===== src/verilog/ll_pkg.sv =====
//------------------------------
// Shared definitions of the linked-list queue manager
// Pool geometry and widths
// Index, count and level types
// Output double buffer entry
//------------------------------
`default_nettype none

package ll_pkg;

  //------------------------------
  // Geometry
  //------------------------------

  // Logical queues sharing the pool
  localparam int NUM_QUEUES = 4;
  // Storage entries in the shared pool
  localparam int POOL_DEPTH = 16;
  localparam int DATA_W = 32;

  localparam int QID_W = $clog2(NUM_QUEUES);
  localparam int PTR_W = $clog2(POOL_DEPTH);
  // Occupancy counters must also hold the value POOL_DEPTH
  localparam int CNT_W = $clog2(POOL_DEPTH + 1);

  //------------------------------
  // Types
  //------------------------------

  typedef logic [QID_W-1:0] qid_t;
  typedef logic [PTR_W-1:0] ptr_t;
  typedef logic [CNT_W-1:0] cnt_t;
  typedef logic [DATA_W-1:0] data_t;

  // One word waiting in the output buffer, tagged with its queue
  typedef struct packed {
    qid_t qid;
    data_t data;
  } out_entry_t;

  // Buffer fill level, 3 marks an overflow
  typedef logic [1:0] db_level_t;

endpackage

`default_nettype wire


===== src/verilog/ll_fetch_if.sv =====
//------------------------------
// Head fetch interface
// Scheduler request, queue table head lookup
// and the RAM response one cycle later
//------------------------------
`default_nettype none

interface ll_fetch_if;

  // Single-cycle fetch strobe, never refused
  logic fetch_valid;
  logic [ll_pkg::QID_W-1:0] fetch_qid;

  // Head lookup for fetch_qid
  logic [ll_pkg::PTR_W-1:0] fetch_ptr;
  // Set when the fetched queue holds exactly one entry
  logic fetch_last;
  logic [ll_pkg::NUM_QUEUES-1:0] q_nonempty;

  // Storage response, one cycle after fetch_valid
  logic rsp_valid;
  logic [ll_pkg::DATA_W-1:0] rsp_data;
  logic [ll_pkg::PTR_W-1:0] rsp_next;

  modport sched (
    output fetch_valid, fetch_qid,
    input q_nonempty, rsp_valid
  );

  modport tbl (
    input fetch_valid, fetch_qid, rsp_next,
    output fetch_ptr, fetch_last, q_nonempty
  );

  modport mem (
    input fetch_valid, fetch_ptr,
    output rsp_valid, rsp_data, rsp_next
  );

endinterface

`default_nettype wire


===== src/verilog/ll_free_fifo.sv =====
//------------------------------
// Free pointer FIFO
// Fills itself with pointers 0 to POOL_DEPTH-1
// after reset, then allocates and releases
//------------------------------
`default_nettype none

module ll_free_fifo (
  input  logic         clk,
  input  logic         rst_n,
  input  logic         alloc,
  output ll_pkg::ptr_t alloc_ptr,
  input  logic         release_en,
  input  ll_pkg::ptr_t release_ptr,
  output logic         init_done,
  output logic         empty
);

  ll_pkg::ptr_t fifo [ll_pkg::POOL_DEPTH];
  ll_pkg::ptr_t wr_idx;
  ll_pkg::ptr_t rd_idx;
  ll_pkg::cnt_t cnt;
  // Counts the pointers written during the fill phase
  ll_pkg::cnt_t init_cnt;
  logic filling;
  logic push;
  logic pop;
  ll_pkg::ptr_t push_ptr;
  logic full;

  assign filling = (init_cnt != ll_pkg::cnt_t'(ll_pkg::POOL_DEPTH));

  // Raised while the last pointer goes in, so the scheduler leaves INIT
  // on the same edge that completes the fill
  assign init_done = (init_cnt >= ll_pkg::cnt_t'(ll_pkg::POOL_DEPTH - 1));

  // During the fill the counter owns the write side
  assign push = filling | release_en;
  assign push_ptr = filling ? ll_pkg::ptr_t'(init_cnt) : release_ptr;
  assign pop = alloc;

  assign alloc_ptr = fifo[rd_idx];
  assign empty = (cnt == '0);
  assign full = (cnt == ll_pkg::cnt_t'(ll_pkg::POOL_DEPTH));

  always_ff @(posedge clk or negedge rst_n) begin
    if (!rst_n) begin
      init_cnt <= '0;
      wr_idx <= '0;
      rd_idx <= '0;
      cnt <= '0;
    end else begin
      if (filling) begin
        init_cnt <= init_cnt + 1'b1;
      end
      if (push) begin
        wr_idx <= wr_idx + 1'b1;
      end
      if (pop) begin
        rd_idx <= rd_idx + 1'b1;
      end
      // Alloc and release in one cycle leave the count unchanged
      cnt <= cnt + ll_pkg::cnt_t'(push) - ll_pkg::cnt_t'(pop);
    end
  end

  always_ff @(posedge clk) begin
    if (push) begin
      fifo[wr_idx] <= push_ptr;
    end
  end

  // The scheduler must only link while a pointer is free, and the pool
  // can never hand back more pointers than it owns
  a_no_underflow_overflow : assert property (
    @(posedge clk) disable iff (!rst_n)
    !(alloc && empty) && !(release_en && full)
  ) else $error("free pointer FIFO misuse");

endmodule

`default_nettype wire


===== src/verilog/ll_out_db.sv =====
//------------------------------
// Output double buffer
// Two slots, dual push, single pop,
// fill level and sticky overflow flag
//------------------------------
`default_nettype none

module ll_out_db (
  input  logic                clk,
  input  logic                rst_n,
  input  logic                push,
  input  ll_pkg::out_entry_t  push_data,
  input  logic                push_2,
  input  ll_pkg::out_entry_t  push_data_2,
  input  logic                pop,
  output ll_pkg::out_entry_t  pop_data,
  output ll_pkg::db_level_t   level,
  output logic                overflow
);

  ll_pkg::out_entry_t slot [2];
  logic wp;
  logic rp;
  logic [1:0] depth;
  // Wide enough to see a third entry
  logic [2:0] depth_sum;
  logic wp_2;
  logic ovf;

  assign depth_sum = {1'b0, depth} + {2'b00, push} + {2'b00, push_2} - {2'b00, pop};

  // The second port takes the slot the first one leaves
  assign wp_2 = push ? ~wp : wp;

  always_ff @(posedge clk or negedge rst_n) begin
    if (!rst_n) begin
      wp <= 1'b0;
      rp <= 1'b0;
      depth <= '0;
      ovf <= 1'b0;
    end else begin
      wp <= wp + push + push_2;
      rp <= rp + pop;
      depth <= depth_sum[1:0];
      // Once set, the error stays until reset
      if (depth_sum > 3'd2) begin
        ovf <= 1'b1;
      end
    end
  end

  always_ff @(posedge clk) begin
    if (push) begin
      slot[wp] <= push_data;
    end
    if (push_2) begin
      slot[wp_2] <= push_data_2;
    end
  end

  assign pop_data = slot[rp];
  assign level = ovf ? 2'd3 : depth;
  assign overflow = ovf;

  // The scheduler credit must keep pushes within two slots
  a_no_overflow : assert property (
    @(posedge clk) disable iff (!rst_n)
    level != 2'd3
  ) else $error("output double buffer overflow");

endmodule

`default_nettype wire


===== src/verilog/ll_queue_table.sv =====
//------------------------------
// Queue table
// Head, tail and entry count per queue
// Updated on link and on head fetch
//------------------------------
`default_nettype none

module ll_queue_table (
  input  logic          clk,
  input  logic          rst_n,
  input  logic          link_en,
  input  ll_pkg::qid_t  link_qid,
  input  ll_pkg::ptr_t  link_ptr,
  output ll_pkg::ptr_t  tail_ptr,
  output logic          tail_valid,
  ll_fetch_if.tbl       fetch
);

  ll_pkg::ptr_t head [ll_pkg::NUM_QUEUES];
  ll_pkg::ptr_t tail [ll_pkg::NUM_QUEUES];
  ll_pkg::cnt_t cnt [ll_pkg::NUM_QUEUES];

  // Head update owed from the next-pointer RAM on the response cycle
  logic pend;
  ll_pkg::qid_t pend_qid;
  // A link that lands on the entry being fetched right now
  logic link_on_last;

  //------------------------------
  // Lookups
  //------------------------------

  assign fetch.fetch_ptr = head[fetch.fetch_qid];
  assign fetch.fetch_last = (cnt[fetch.fetch_qid] == ll_pkg::cnt_t'(1));

  // The top level writes the next link at the old tail when the queue is not empty
  assign tail_ptr = tail[link_qid];
  assign tail_valid = (cnt[link_qid] != '0);

  assign link_on_last = link_en && fetch.fetch_valid && fetch.fetch_last &&
                        (fetch.fetch_qid == link_qid);

  always_comb begin
    for (int q = 0; q < ll_pkg::NUM_QUEUES; q++) begin
      fetch.q_nonempty[q] = (cnt[q] != '0);
    end
  end

  //------------------------------
  // Counts and pending update
  //------------------------------

  always_ff @(posedge clk or negedge rst_n) begin
    if (!rst_n) begin
      for (int q = 0; q < ll_pkg::NUM_QUEUES; q++) begin
        cnt[q] <= '0;
      end
      pend <= 1'b0;
      pend_qid <= '0;
    end else begin
      for (int q = 0; q < ll_pkg::NUM_QUEUES; q++) begin
        cnt[q] <= cnt[q]
                  + ll_pkg::cnt_t'(link_en && (link_qid == ll_pkg::qid_t'(q)))
                  - ll_pkg::cnt_t'(fetch.fetch_valid && (fetch.fetch_qid == ll_pkg::qid_t'(q)));
      end
      // Only a queue that keeps entries needs the next pointer as its head
      pend <= fetch.fetch_valid && !fetch.fetch_last;
      pend_qid <= fetch.fetch_qid;
    end
  end

  //------------------------------
  // Head and tail pointers
  //------------------------------

  always_ff @(posedge clk) begin
    if (pend) begin
      head[pend_qid] <= fetch.rsp_next;
    end
    if (link_en) begin
      tail[link_qid] <= link_ptr;
      // An empty queue, or one whose only entry leaves now, starts at the new entry
      if ((cnt[link_qid] == '0) || link_on_last) begin
        head[link_qid] <= link_ptr;
      end
    end
  end

  // The scheduler must never pick a queue that this table reports empty
  a_fetch_nonempty : assert property (
    @(posedge clk) disable iff (!rst_n)
    fetch.fetch_valid |-> (cnt[fetch.fetch_qid] != '0)
  ) else $error("fetch issued to an empty queue");

endmodule

`default_nettype wire


===== src/verilog/ll_ram.sv =====
//------------------------------
// Pool storage RAM
// One write port and one registered read port
// Payload type set by parameter
//------------------------------
`default_nettype none

module ll_ram #(
  parameter type T = logic
) (
  input  logic         clk,
  input  logic         wr_en,
  input  ll_pkg::ptr_t wr_addr,
  input  T             wr_data,
  input  logic         rd_en,
  input  ll_pkg::ptr_t rd_addr,
  output T             rd_data
);

  // One entry per pool pointer
  T mem [ll_pkg::POOL_DEPTH];

  // Write port
  always_ff @(posedge clk) begin
    if (wr_en) begin
      mem[wr_addr] <= wr_data;
    end
  end

  // Read port with one cycle of latency
  // A write to the same address in this cycle is not seen, the old value comes out
  always_ff @(posedge clk) begin
    if (rd_en) begin
      rd_data <= mem[rd_addr];
    end
  end

endmodule

`default_nettype wire


===== src/verilog/ll_sched_fsm.sv =====
//------------------------------
// Scheduler FSM
// Init wait, round-robin head fetch,
// bypass or link choice and buffer credit
//------------------------------
`default_nettype none

module ll_sched_fsm (
  input  logic              clk,
  input  logic              rst_n,
  input  logic              init_done,
  input  ll_pkg::db_level_t db_level,
  input  logic              out_pop,
  input  logic              in_valid,
  input  ll_pkg::qid_t      in_qid,
  input  logic              free_empty,
  output logic              in_ready,
  output logic              bypass,
  output logic              link_en,
  ll_fetch_if.sched         fetch
);

  typedef enum logic {
    INIT,
    RUN
  } state_t;

  state_t state;
  logic run;
  // Round-robin start point and the queue fetched last cycle
  ll_pkg::qid_t rr_ptr;
  ll_pkg::qid_t last_qid;
  ll_pkg::qid_t cand;
  ll_pkg::qid_t pick_qid;
  logic pick_ok;
  // Free buffer slots this cycle, counting the pop and the word in flight
  logic [2:0] slots;
  logic [2:0] byp_slots;
  logic byp_ok;
  logic accept;

  assign run = (state == RUN);

  //------------------------------
  // Credit
  //------------------------------

  assign slots = 3'd2 + {2'b00, out_pop} - {1'b0, db_level} - {2'b00, fetch.rsp_valid};
  // A bypass may only use a slot left over after this cycle's fetch
  assign byp_slots = slots - {2'b00, fetch.fetch_valid};

  //------------------------------
  // Round-robin pick
  //------------------------------

  always_comb begin
    pick_ok = 1'b0;
    pick_qid = rr_ptr;
    cand = rr_ptr;
    for (int i = 0; i < ll_pkg::NUM_QUEUES; i++) begin
      cand = rr_ptr + ll_pkg::qid_t'(i);
      // The head of a queue fetched last cycle is not updated yet
      if (!pick_ok && fetch.q_nonempty[cand] &&
          !(fetch.rsp_valid && (cand == last_qid))) begin
        pick_ok = 1'b1;
        pick_qid = cand;
      end
    end
  end

  assign fetch.fetch_valid = run && pick_ok && (slots != 3'd0);
  assign fetch.fetch_qid = pick_qid;

  //------------------------------
  // Input side
  //------------------------------

  // Bypass keeps order since the queue holds nothing and a word still in
  // flight from it is pushed ahead on the first buffer port
  assign byp_ok = run && !fetch.q_nonempty[in_qid] &&
                  !(fetch.fetch_valid && (fetch.fetch_qid == in_qid)) &&
                  (byp_slots != 3'd0);

  assign in_ready = run && (!free_empty || byp_ok);
  assign accept = in_valid && in_ready;
  assign bypass = accept && byp_ok;
  assign link_en = accept && !byp_ok;

  always_ff @(posedge clk or negedge rst_n) begin
    if (!rst_n) begin
      state <= INIT;
      rr_ptr <= '0;
      last_qid <= '0;
    end else begin
      case (state)
        INIT: begin
          if (init_done) begin
            state <= RUN;
          end
        end
        RUN: begin
          if (fetch.fetch_valid) begin
            // Next search starts past the queue just served
            rr_ptr <= pick_qid + 1'b1;
            last_qid <= pick_qid;
          end
        end
        default: state <= INIT;
      endcase
    end
  end

endmodule

`default_nettype wire


===== src/verilog/ll_top.sv =====
//------------------------------
// Linked-list queue manager top level
// Free FIFO, queue table, scheduler, data and
// next RAMs, output double buffer
//------------------------------
`default_nettype none

module ll_top (
  input  logic          clk,
  input  logic          rst_n,
  input  logic          in_valid,
  output logic          in_ready,
  input  ll_pkg::qid_t  in_qid,
  input  ll_pkg::data_t in_data,
  output logic          out_valid,
  input  logic          out_ready,
  output ll_pkg::qid_t  out_qid,
  output ll_pkg::data_t out_data,
  output logic          overflow
);

  ll_fetch_if u_fetch_if ();

  logic init_done;
  logic free_empty;
  logic link_en;
  logic bypass;
  logic out_pop;
  ll_pkg::ptr_t alloc_ptr;
  ll_pkg::ptr_t tail_ptr;
  logic tail_valid;
  // Fetch details kept for the response cycle
  ll_pkg::qid_t rsp_qid;
  ll_pkg::ptr_t rsp_ptr;
  ll_pkg::db_level_t db_level;
  ll_pkg::out_entry_t fetch_entry;
  ll_pkg::out_entry_t bypass_entry;
  ll_pkg::out_entry_t pop_entry;

  //------------------------------
  // Pointer and queue state
  //------------------------------

  // The fetched entry returns to the pool as soon as its data is read
  ll_free_fifo u_free_fifo (
    .clk         (clk),
    .rst_n       (rst_n),
    .alloc       (link_en),
    .alloc_ptr   (alloc_ptr),
    .release_en  (u_fetch_if.rsp_valid),
    .release_ptr (rsp_ptr),
    .init_done   (init_done),
    .empty       (free_empty)
  );

  ll_queue_table u_queue_table (
    .clk        (clk),
    .rst_n      (rst_n),
    .link_en    (link_en),
    .link_qid   (in_qid),
    .link_ptr   (alloc_ptr),
    .tail_ptr   (tail_ptr),
    .tail_valid (tail_valid),
    .fetch      (u_fetch_if.tbl)
  );

  ll_sched_fsm u_sched_fsm (
    .clk        (clk),
    .rst_n      (rst_n),
    .init_done  (init_done),
    .db_level   (db_level),
    .out_pop    (out_pop),
    .in_valid   (in_valid),
    .in_qid     (in_qid),
    .free_empty (free_empty),
    .in_ready   (in_ready),
    .bypass     (bypass),
    .link_en    (link_en),
    .fetch      (u_fetch_if.sched)
  );

  //------------------------------
  // Storage
  //------------------------------

  // Linked word lands at its allocated pointer in the accept cycle
  ll_ram #(.T(ll_pkg::data_t)) u_data_ram (
    .clk     (clk),
    .wr_en   (link_en),
    .wr_addr (alloc_ptr),
    .wr_data (in_data),
    .rd_en   (u_fetch_if.fetch_valid),
    .rd_addr (u_fetch_if.fetch_ptr),
    .rd_data (u_fetch_if.rsp_data)
  );

  // The old tail now points to the new entry
  ll_ram #(.T(ll_pkg::ptr_t)) u_next_ram (
    .clk     (clk),
    .wr_en   (link_en && tail_valid),
    .wr_addr (tail_ptr),
    .wr_data (alloc_ptr),
    .rd_en   (u_fetch_if.fetch_valid),
    .rd_addr (u_fetch_if.fetch_ptr),
    .rd_data (u_fetch_if.rsp_next)
  );

  always_ff @(posedge clk or negedge rst_n) begin
    if (!rst_n) begin
      u_fetch_if.rsp_valid <= 1'b0;
    end else begin
      u_fetch_if.rsp_valid <= u_fetch_if.fetch_valid;
    end
  end

  always_ff @(posedge clk) begin
    if (u_fetch_if.fetch_valid) begin
      rsp_qid <= u_fetch_if.fetch_qid;
      rsp_ptr <= u_fetch_if.fetch_ptr;
    end
  end

  //------------------------------
  // Output buffer
  //------------------------------

  assign fetch_entry = '{qid: rsp_qid, data: u_fetch_if.rsp_data};
  assign bypass_entry = '{qid: in_qid, data: in_data};

  // Fetched word on the first port so it leaves ahead of a same-cycle bypass
  ll_out_db u_out_db (
    .clk         (clk),
    .rst_n       (rst_n),
    .push        (u_fetch_if.rsp_valid),
    .push_data   (fetch_entry),
    .push_2      (bypass),
    .push_data_2 (bypass_entry),
    .pop         (out_pop),
    .pop_data    (pop_entry),
    .level       (db_level),
    .overflow    (overflow)
  );

  assign out_valid = (db_level != 2'd0);
  assign out_pop = out_valid && out_ready;
  assign out_qid = pop_entry.qid;
  assign out_data = pop_entry.data;

endmodule

`default_nettype wire

===== config.mk =====
export PLATFORM = sky130hd
export DESIGN_NAME = ll_top
export DESIGN_NICKNAME = d
export VERILOG_FILES = /design/src/verilog/ll_pkg.sv /design/src/verilog/ll_fetch_if.sv /design/src/verilog/ll_free_fifo.sv /design/src/verilog/ll_out_db.sv /design/src/verilog/ll_queue_table.sv /design/src/verilog/ll_ram.sv /design/src/verilog/ll_sched_fsm.sv /design/src/verilog/ll_top.sv
export SDC_FILE = /design/constraint.sdc
export NUM_CORES = 1
export LEC_CHECK = 0
export BUFFER_PORTS_ARGS = -buffer_cell sky130_fd_sc_hd__buf_4
export CORE_AREA = 2 2 286 288
export DETAILED_ROUTE_END_ITERATION = 12
export DIE_AREA = 0 0 288 290
export HOLD_SLACK_MARGIN = 0.03
export PLACE_DENSITY = 0.69
export SLEW_MARGIN = 20
export SYNTH_ARGS = -nofsm -noshare
export SYNTH_HDL_FRONTEND = slang
export SYNTH_SLANG_ARGS = --single-unit

===== constraint.sdc =====
create_clock -name clk -period 17.55 [get_ports clk]
set_input_delay 3.51 -clock clk [delete_from_list [all_inputs] [get_ports clk]]
set_output_delay 3.51 -clock clk [all_outputs]
set_load 0.1 [all_outputs]

Yosys cells after proc, flatten, opt, wreduce, memory -nomap -nowiden

Memories as Yosys holds them, arrays and structs flattened. A register that Yosys moved wholly into a read port is not among the register bits.
Cells that the tools add are included.

Add/sub/neg operators: 27
Eq/ne operators: 13
Bitwise operators: 4
Reduce and logical (&&, ||, !) cells: 62
Magnitude comparators: 9
Multiplexer cells: 43

Operator list:

| operator              | count |
|---|---|
| $logic_and A1 B1 Y1   | 35 |
| $mux W1               | 27 |
| $add A5 B1 Y5         | 5 |
| $reduce_bool A5 Y1    | 5 |
| $sub A5 B1 Y5         | 5 |
| $bmux W5 S2           | 2 |
| $mux W5               | 4 |
| $lt A2 B3 Y1 const B  | 5 |
| $logic_not A1 Y1      | 12 |
| $bmux W1 S2           | 5 |
| $eq A2 B2 Y1          | 5 |
| $logic_not A5 Y1      | 2 |
| $sub A3 B1 Y3         | 3 |
| $add A4 B1 Y4 const B | 2 |
| $eq A2 B2 Y1 const B  | 4 |
| $mux W2               | 4 |
| $ge A3 B3 Y1 const B  | 2 |
| $not A2 Y3            | 2 |
| $reduce_bool A3 Y1    | 2 |
| $add A5 B1 Y5 const B | 1 |
| $eq A5 B1 Y1 const B  | 1 |
| $ge A5 B4 Y1 const B  | 1 |
| $ne A5 B5 Y1 const B  | 1 |
| $add A2 B1 Y2 const B | 2 |
| other kinds (15)      | 21 |

Memories kept: 6
Bits in registers: 58
Logic and storage cells: 184
Bits in writable memories: 740

Memories:

| memory             | words | width | rd ports | clocked after memory_dff | wr ports | line                 | source |
|---|---|---|---|---|---|---|---|
| u_data_ram.mem     | 16    | 32    | 1        | 1                        | 1        | ll_ram.sv:21         | `T mem [ll_pkg::POOL_DEPTH];` |
| u_out_db.slot      | 2     | 34    | 1        | 0                        | 2        | ll_out_db.sv:21      | `ll_pkg::out_entry_t slot [2];` |
| u_free_fifo.fifo   | 16    | 4     | 1        | 0                        | 1        | ll_free_fifo.sv:19   | `ll_pkg::ptr_t fifo [ll_pkg::POOL_DEPTH];` |
| u_next_ram.mem     | 16    | 4     | 1        | 1                        | 1        | ll_ram.sv:21         |  |
| u_queue_table.head | 4     | 4     | 1        | 0                        | 2        | ll_queue_table.sv:19 | `ll_pkg::ptr_t head [ll_pkg::NUM_QUEUES];` |
| u_queue_table.tail | 4     | 4     | 1        | 0                        | 1        | ll_queue_table.sv:20 | `ll_pkg::ptr_t tail [ll_pkg::NUM_QUEUES];` |

Depth between registers and ports, before layout

Gate-level depths: netlist of the first run.

Depth in word-level cells: 34
Depth in mapped cells: 26
Gate-level depth less buffers: 23

Modules after synthesis

Synthesis of the first run repeated with hierarchy kept, for this count alone.

Cell total of the unflattened synthesis: 1827
Area, all modules: 34715.8 um^2

By module, submodules not included:

| module              | instances | cells an instance | area each (um^2) | seq. area each (um^2) |
|---|---|---|---|---|
| ll_ram (u_data_ram) | 1         | 838               | 20174.3          | 16335.7 |
| ll_out_db           | 1         | 206               | 3741.1           | 2167.1 |
| ll_free_fifo        | 1         | 221               | 3614.7           | 2372.3 |
| ll_queue_table      | 1         | 347               | 3606.0           | 1536.5 |
| ll_ram (u_next_ram) | 1         | 130               | 2706.3           | 2042.0 |
| ll_sched_fsm        | 1         | 75                | 648.1            | 125.1 |
| ll_top              | 1         | 10                | 225.2            | 205.2 |

Worst setup path before layout of the first run

Ideal clock, no wire load.

Path kind: input to output
Start point: input out_ready
End point: output in_ready
Setup slack: 5389 ps
Data arrival time: 8651 ps
Stages: 10
Path buffers: 1
Cells stage by stage: nand2_1 > fa_1 > ha_1 > nand3b_1 > o211a_1 > clkbuf_1 > ha_1 > nand2_1 > o21ai_0 > o21ai_0

Longest elaborated chain between the ends: 12
Elaborated cells on any way between the ends: 14
Classes of those cells: add/sub (4); reduce/logical (10)

RTL lines:

| item                                                                  | line               | source |
|---|---|---|
| start: declaration                                                    | ll_top.sv:16       | `input logic out_ready,` |
| $logic_and A1 B1 Y1 *                                                 | ll_top.sv:145      | `assign out_pop = out_valid && out_ready;` |
| $add A2 B1 Y3 *                                                       | ll_sched_fsm.sv:48 | `assign slots = 3'd2 + {2'b00, out_pop} - {1'b0, db_level} - {2'b00, fetch.rsp_valid};` |
| $sub A3 B2 Y3 *                                                       | ll_sched_fsm.sv:48 |  |
| $sub A3 B1 Y3 *                                                       | ll_sched_fsm.sv:48 |  |
| $reduce_bool A3 Y1 *                                                  | ll_sched_fsm.sv:71 | `assign fetch.fetch_valid = run && pick_ok && (slots != 3'd0);` |
| $logic_and A1 B1 Y1 *                                                 | ll_sched_fsm.sv:71 |  |
| named net u_data_ram.rd_en                                            | ll_ram.sv:15       | `input logic rd_en,` |
| parallel branches: the longest is 3 deep, another holds $sub A3 B1 Y3 | n/a                |  |
| $logic_and A1 B1 Y1 *                                                 | ll_sched_fsm.sv:81 | `!(fetch.fetch_valid && (fetch.fetch_qid == in_qid)) &&` |
| $logic_or A1 B1 Y1 *                                                  | ll_sched_fsm.sv:84 | `assign in_ready = run && (!free_empty \|\| byp_ok);` |
| $logic_and A1 B1 Y1 *                                                 | ll_sched_fsm.sv:84 |  |
| end: declaration                                                      | ll_top.sv:12       | `output logic in_ready,` |

Mark *: on every way through the listed nets, which the timed path passes.

Worst setup path in the final report of the first run

Start point: input out_ready
End point: output in_ready

Longest elaborated chain between the ends: 12
Elaborated cells on any way between the ends: 14
Classes of those cells: add/sub (4); reduce/logical (10)

RTL lines:

| item                                                                  | line |
|---|---|
| $logic_and A1 B1 Y1 *                                                 | ll_top.sv:145 |
| $add A2 B1 Y3 *                                                       | ll_sched_fsm.sv:48 |
| $sub A3 B2 Y3 *                                                       | ll_sched_fsm.sv:48 |
| $sub A3 B1 Y3 *                                                       | ll_sched_fsm.sv:48 |
| parallel branches: the longest is 5 deep, another holds $sub A3 B1 Y3 | n/a |
| $logic_and A1 B1 Y1 *                                                 | ll_sched_fsm.sv:81 |
| $logic_or A1 B1 Y1 *                                                  | ll_sched_fsm.sv:84 |
| $logic_and A1 B1 Y1 *                                                 | ll_sched_fsm.sv:84 |

Every way passes the cells marked *.

==> qor.csv, run 1 <==
stage,metric,value,unit
drt,via count,20980,
clocking,worst skew pair latency,0.64,ns
clocking,setup bufs post-CTS,0,
logic_synthesis,post-synthesis register bit count,834,
critical_path,CP max stage delay,0.77,ns
clocking,CTS resizes,0,
grt,met2 Use GR,0.3383,
critical_path,CP arrival,6.43,ns
timing,Fmax,100.6,MHz
logic_synthesis,Yosys top cell by area,edfxtp_1,
timing,Worst-Margin Slew,1.104,ns
clocking,# hold bufs at CTS,0,
critical_path,CP Capture Type,output pin,
layout,final antenna diode count,0,
placement,dpl hpwl,46510,um
drt,DRT Wirelength,83450,um
floorplanning,die area,83520,um^2
floorplanning,Die Wd,288,um
layout,Final nets,2478,
grt,vias in the first global route,21460,
timing,unrepaired setup endpoints after global routing,no,
clocking,CTS tree,done,
timing,crit share post-route,0.5662,
logic_synthesis,Synth Flop Type,edfxtp_1,
logic_synthesis,Yosys top cell area share,0.6543,
clocking,clk sink count,834,
logic_synthesis,Ys Warns,0,
timing,Max Transition Viols Final,0,
logic_synthesis,"Seq/Total Area, Yosys",0.6906,
floorplanning,die extent in y,290,um
drt,residual DRC count,0,
drt,routed len/inst,23.79,um
clocking,Worst-path clk slew,0.06,ns
placement,gpl congestion,0.8122,
timing,Final Critical Period,9.936,ns
drt,First-pass DRT Iterations,7,
run_status,run status,"complete, no violations",
grt,Total Routing Usage GR,0.1997,
job,Max Cap Viol,0,
timing,slew margin rel.,0.2640,
logic_synthesis,Post-Syn Area per Cell,15.27,um^2
drt,1st-iter DRT viols,2026,
placement,# port buffers,74,
logic_synthesis,cells after synthesis,2351,
logic_synthesis,synth cell count leaders,"edfxtp_1, and3_1, a211oi_1, clkbuf_1, mux2_2",
logic_synthesis,synth unique cells,68,
logic_synthesis,synthesized area,35890,um^2
critical_path,CP max FO,53,
grt,GRT met3 Usage,0.02948,
hold_path,worst min path class,flop to flop,
layout,synth-to-layout area growth,12.04,%
critical_path,WS Path Type,primary input to output pin,
critical_path,startpoint types,primary input,
grt,most used routing layer,met2,
grt,global-route wire length before repair,128500,um
layout,share of post-route cells with drive strength above 1,0.1814,
grt,gr ovfl total,0,
clocking,CTS Buffer Depth,3,
timing,clock skew,0.02845,ns
grt,pin count of the biggest net entering global routing,125,
logic_synthesis,Synth Net Count,2445,
layout,fin area,40210,um^2
drt,Final ANT Viol Nets,0,
grt,GRT met1 Usage,0.2676,
clocking,CTS buffer count,80,
floorplanning,area of the core,80160,um^2
logic_synthesis,Area contributors post-synth,"edfxtp_1, a211oi_1, and3_1",
grt,initial antenna violation count,0,
floorplanning,IO Pins,75,
clocking,H-tree depth,3,
critical_path,Critical-path top delay cell,o211a_4,
drt,vias per inst,5.979,
logic_synthesis,Async SR Flop Fraction,0.06235,
placement,placed instance area,37600,um^2
floorplanning,Initial Util,0.4477,
timing,Fin. Hold Viols,0,
critical_path,crit-path cells,buf_4 -> nand2_1 -> fa_1 -> ha_1 -> nand3b_1 -> o211a_4 -> ha_1 -> xor2_1 -> o21ai_0 -> o21ai_0 -> buf_4,
clocking,CTS root buf,clkbuf_16,
timing,TNS Setup,0,ns
timing,hold slack final,0.5123,ns
timing,Setup-failing EPs final,0,
logic_synthesis,most common cell in the netlist,edfxtp_1,
logic_synthesis,Post-synth EDFFs,782,
critical_path,critical path data required time,14.04,ns
floorplanning,row cnt,104,
-- registers in the layout, indices dropped and copies added (netlist names), 2 cells and up --
signal,flops
u_data_ram.mem,512
u_out_db.slot,68
u_free_fifo.fifo,64
u_next_ram.mem,64
u_data_ram.rd_data,32
u_queue_table.cnt,20
u_queue_table.head,16
u_queue_table.tail,16
u_free_fifo.cnt,5
u_free_fifo.init_cnt,5
rsp_ptr,4
u_free_fifo.rd_idx,4
u_free_fifo.wr_idx,4
u_next_ram.rd_data,4
rsp_qid,2
u_out_db.depth,2
u_queue_table.pend_qid,2
u_sched_fsm.last_qid,2
u_sched_fsm.rr_ptr,2
-- placed cells by master (no fill, tap or decap), drive strengths merged, types with 17 or more instances in the layout --
cell type / n
mux2: 122
dfrtp: 52
and2: 17
a211oi: 260
o21ai: 27
edfxtp: 782
nor2: 60
and3: 255
xnor2: 25
nor3b: 109
mux2i: 50
buf: 112
a21oi: 20
inv: 75
a2111oi: 36
ha: 46
clkbuf: 100
nand3: 20
nand2: 47
clkinv: 35
or4: 37
nor3: 17
-- final cells by class --
class                   instances  area (um^2)
fillers                      6586        39950
flip-flops and latches        834        24790
multi-input cells            1284        10360
clock buffers                 100         2118
well taps                    1060         1326
repair buffers                112        893.4
clock inverters                46        450.4
inverters                      72        277.8
-- worst paths after layout --
path / startpoint / to / slack [ns] / depth (start not counted)
max: out_ready / in_ready / 7.61 / 11
min: u_free_fifo.init_cnt[4] / u_sched_fsm.run / 0.51 / 2
max reg2reg: u_sched_fsm.rr_ptr[0] / u_data_ram.mem[7][17] / 10.82 / 12
min reg2reg: u_free_fifo.init_cnt[4] / u_sched_fsm.run / 0.51 / 2
max in group asynchronous: rst_n / u_out_db.rp / 14.04 / 1
min in group asynchronous: rst_n / u_free_fifo.wr_idx[1] / 2.93 / 1
-- stage by stage --
step	setup WS, ns	utilization	instances
after floorplan	5.389	-	2351
after global placement	7.547	0.4685	3359
after detailed placement	7.567	0.4691	3361
after CTS	7.554	0.5011	3507
after global routing	7.304	0.5016	3508
final	7.614	0.5016	3508
-- critical path, delay by kind of cell --
kind | cells | cell delay, ns
buf+inv | 2 | 0.40
xor+xnor | 1 | 0.17
fa+ha+maj | 3 | 1.01
compound gates | 3 | 1.12
simple gates | 2 | 0.21
-- cell families (layout without fill, tap and decap cells) --
logic type                 count (synthesis)  in the layout  share of synthesized area
DFF                                      834            834                     0.6906
and+or+nand+nor                          614            614                     0.1053
AOI/OAI and AO/OA                        394            394                    0.08653
buffers and inverters                    233            330                    0.02671
muxes                                    186            186                    0.06101
adders and majority gates                 56             56                    0.02161
xor gates and xnor gates                  34             34                   0.008297
-- per-layer routing --
layer | part of all wire | wire length, um | up-vias
met5 | 0 | 0 | -
li1 | - | - | 9356
met1 | 0.42 | 34970 | 10860
met2 | 0.50 | 41860 | 663
met4 | 0.019 | 1604 | 0
met3 | 0.060 | 5016 | 102
Power of run 1 is left out: the tool's default activity adds up to more than one toggle a clock period on the data nets, which glitch-free logic cannot reach.
==> run 2: changes to the inputs <==
==> constraint.sdc (replaced) <==
create_clock -name clk -period 10.3 [get_ports clk]
set_input_delay 2.06 -clock clk [delete_from_list [all_inputs] [get_ports clk]]
set_output_delay 2.06 -clock clk [all_outputs]
set_load 0.1 [all_outputs]
==> run 2 against run 1 <==
- wire length fell by 2.0%
- non-clock buffer count did not move
- global-route usage fell by 0.57 points
- first-iteration DRC count fell by 11%
- critical path depth did not move
- cell count rose by 0.20%
- clock-buffer cell count fell by 6
- highest routed layer unchanged
- flip-flop and latch count did not move
- core utilization rose by 0.52 points
- critical endpoint unchanged
==> qor.csv, run 2 (synthesis gave the netlist of run 1 again) <==
stage,metric,value,unit
run_status,run status,"complete, no violations",
grt,gr ovfl total,0,
drt,Final ANT Viol Nets,0,
grt,global-route wire length before repair,125300,um
critical_path,Bufs and invs on worst path,2,
timing,unrepaired setup endpoints after global routing,no,
job,Max Cap Viol,0,
timing,Fmax,140.9,MHz
critical_path,CP max stage delay,0.79,ns
critical_path,CP max FO,53,
floorplanning,Initial Util,0.4477,
placement,# port buffers,74,
timing,Max Transition Viols Final,0,
hold_path,worst min path class,flop to flop,
clocking,CTS root buf,clkbuf_16,
layout,"commonest non-fill, non-tap cell in the layout",edfxtp_1,
critical_path,critical path depth in cells,11,
layout,# fillers,6516,
clocking,setup bufs post-CTS,0,
drt,1st-iter DRT viols,1811,
layout,share of post-route cells with drive strength above 1,0.1874,
drt,DRT Wirelength,81810,um
clocking,CTS tree,done,
timing,crit share post-route,0.6888,
timing,TNS Setup,0,ns
critical_path,CP arrival,5.03,ns
floorplanning,area of the core,80160,um^2
floorplanning,die extent in y,290,um
placement,gpl congestion,0.8284,
critical_path,CP endpoint,in_ready,
clocking,H-tree depth,3,
floorplanning,die area,83520,um^2
critical_path,worst flop-to-flop path startpoint,u_queue_table.cnt[2],
critical_path,WS Path Type,primary input to output pin,
timing,clock skew,0.02965,ns
critical_path,startpoint types,primary input,
timing,Setup-failing EPs final,0,
placement,placed insts,3351,
critical_path,number of cells on the worst reg-to-reg path,15,
drt,via count,20730,
clocking,CTS resizes,0,
clocking,clk sink count,834,
layout,max reg flops,512,
drt,routed len/inst,23.27,um
timing,Worst-Margin Slew,1.139,ns
timing,Final Critical Period,7.095,ns
critical_path,"delay-heaviest family, CP",compound AO/OA/AOI/OAI gates,
layout,area of the multi-input gates,10360,um^2
clocking,# hold bufs at CTS,0,
critical_path,critical path data required time,8.24,ns
floorplanning,Die Wd,288,um
floorplanning,IO Pins,75,
placement,dpl hpwl,47630,um
layout,synth-to-layout area growth,13.21,%
drt,First-pass DRT Iterations,5,
grt,pin count of the biggest net entering global routing,129,
grt,initial antenna violation count,1,
critical_path,Worst Setup SP,out_ready,
layout,largest reg by FF count,u_data_ram.mem,
timing,slew margin rel.,0.2385,
critical_path,crit-path cells,buf_4 -> nand2_1 -> fa_1 -> ha_1 -> nand3b_1 -> o211a_4 -> ha_1 -> xor2_1 -> o21ai_0 -> o21ai_0 -> buf_4,
critical_path,reg-to-reg endpoint,u_data_ram.rd_data[30],
clocking,Worst-path clk slew,0.06,ns
layout,most frequent cells in the layout,"edfxtp_1, and3_1, a211oi_1",
timing,Fin. Hold Viols,0,
layout,final antenna diode count,0,
layout,sequential cell area,24790,um^2
grt,Total Routing Usage GR,0.1940,
layout,Final nets,2480,
clocking,CTS Buffer Depth,3,
critical_path,CP Capture Type,output pin,
layout,Largest regs,"u_data_ram.mem: 512 flops, u_out_db.slot: 68 flops",
floorplanning,row cnt,104,
grt,vias in the first global route,20990,
drt,vias per inst,5.897,
drt,residual DRC count,0,
critical_path,r2r setup slk,3.69,ns
clocking,CTS buffer count,82,
critical_path,Critical-path top delay cell,o211a_4,
clocking,worst skew pair latency,0.65,ns
layout,Layout Cells excl Fill,3515,
-- run 2: cell types whose count changed in the layout (fill, tap and decap cells not counted), sizes merged --
cell	delta
clkbuf	-5
clkinv	+4
buf	-1
bufinv	+3
clkinvlp	+6
-- run 2: worst register-to-register path: stages, from the launching register on --
cell	delay (ns)
dfrtp_1	0.41
inv_1	0.10
ha_1	0.15
or4b_4	0.52
mux4_2	0.52
o21ai_1	0.34
a21oi_1	0.20
nor3_1	0.50
o21ai_0	0.23
a31o_4	0.26
buf_4	0.36
inv_6	0.80
buf_4	0.89
a211oi_1	0.14
a2111oi_0	0.84
or4_1	0.24
-- run 2: area by class of cell --
class,count,area share
flip-flops and latches,834,0.6100
multi-input cells,1284,0.2550
clock buffers,94,0.05238
well taps,1060,0.03264
repair buffers,112,0.02713
clock inverters,59,0.01604
inverters,72,0.006806
-- run 2: worst min-delay path by stage --
stage | startpoint | endpoint | slack (ns) | cells past startpoint
after CTS | u_out_db.rp | u_out_db.rp | 0.47 | 1
after global routing | u_out_db.rp | u_out_db.rp | 0.49 | 1
after detailed placement | u_out_db.rp | u_out_db.rp | 0.46 | 1
final | u_out_db.rp | u_out_db.rp | 0.47 | 1
after floorplan | u_free_fifo.init_cnt[4] | u_sched_fsm.run | 0.47 | 2
after global placement | u_out_db.rp | u_out_db.rp | 0.47 | 1
-- run 2: per-stage QoR --
| step | worst slack [ns] | instance area, um^2 | hold WS (ns) | util |
|---|---|---|---|---|
| 4_1_cts | 3.136 | 40330 | 0.4705 | 0.5032 |
| 2_1_floorplan | 1.039 | 35890 | 0.4666 | - |
| 5_1_grt | 2.980 | 40630 | 0.4853 | 0.5069 |
| 3_5_place_dp | 2.761 | 37550 | 0.4629 | 0.4685 |
| 3_3_place_gp | 2.853 | 37470 | 0.4662 | 0.4674 |
| 6_report | 3.205 | 40630 | 0.4692 | 0.5069 |
-- run 2: routing by layer --
metal | global-route usage | share of wire | up-vias
li1 | - | - | 9376
met1 | 0.2633 | 0.42 | 10560
met2 | 0.3244 | 0.50 | 695
met3 | 0.02956 | 0.064 | 95
met4 | 0.05485 | 0.018 | 0
met5 | 0 | 0 | -
Power of run 2 is left out for the same reason.
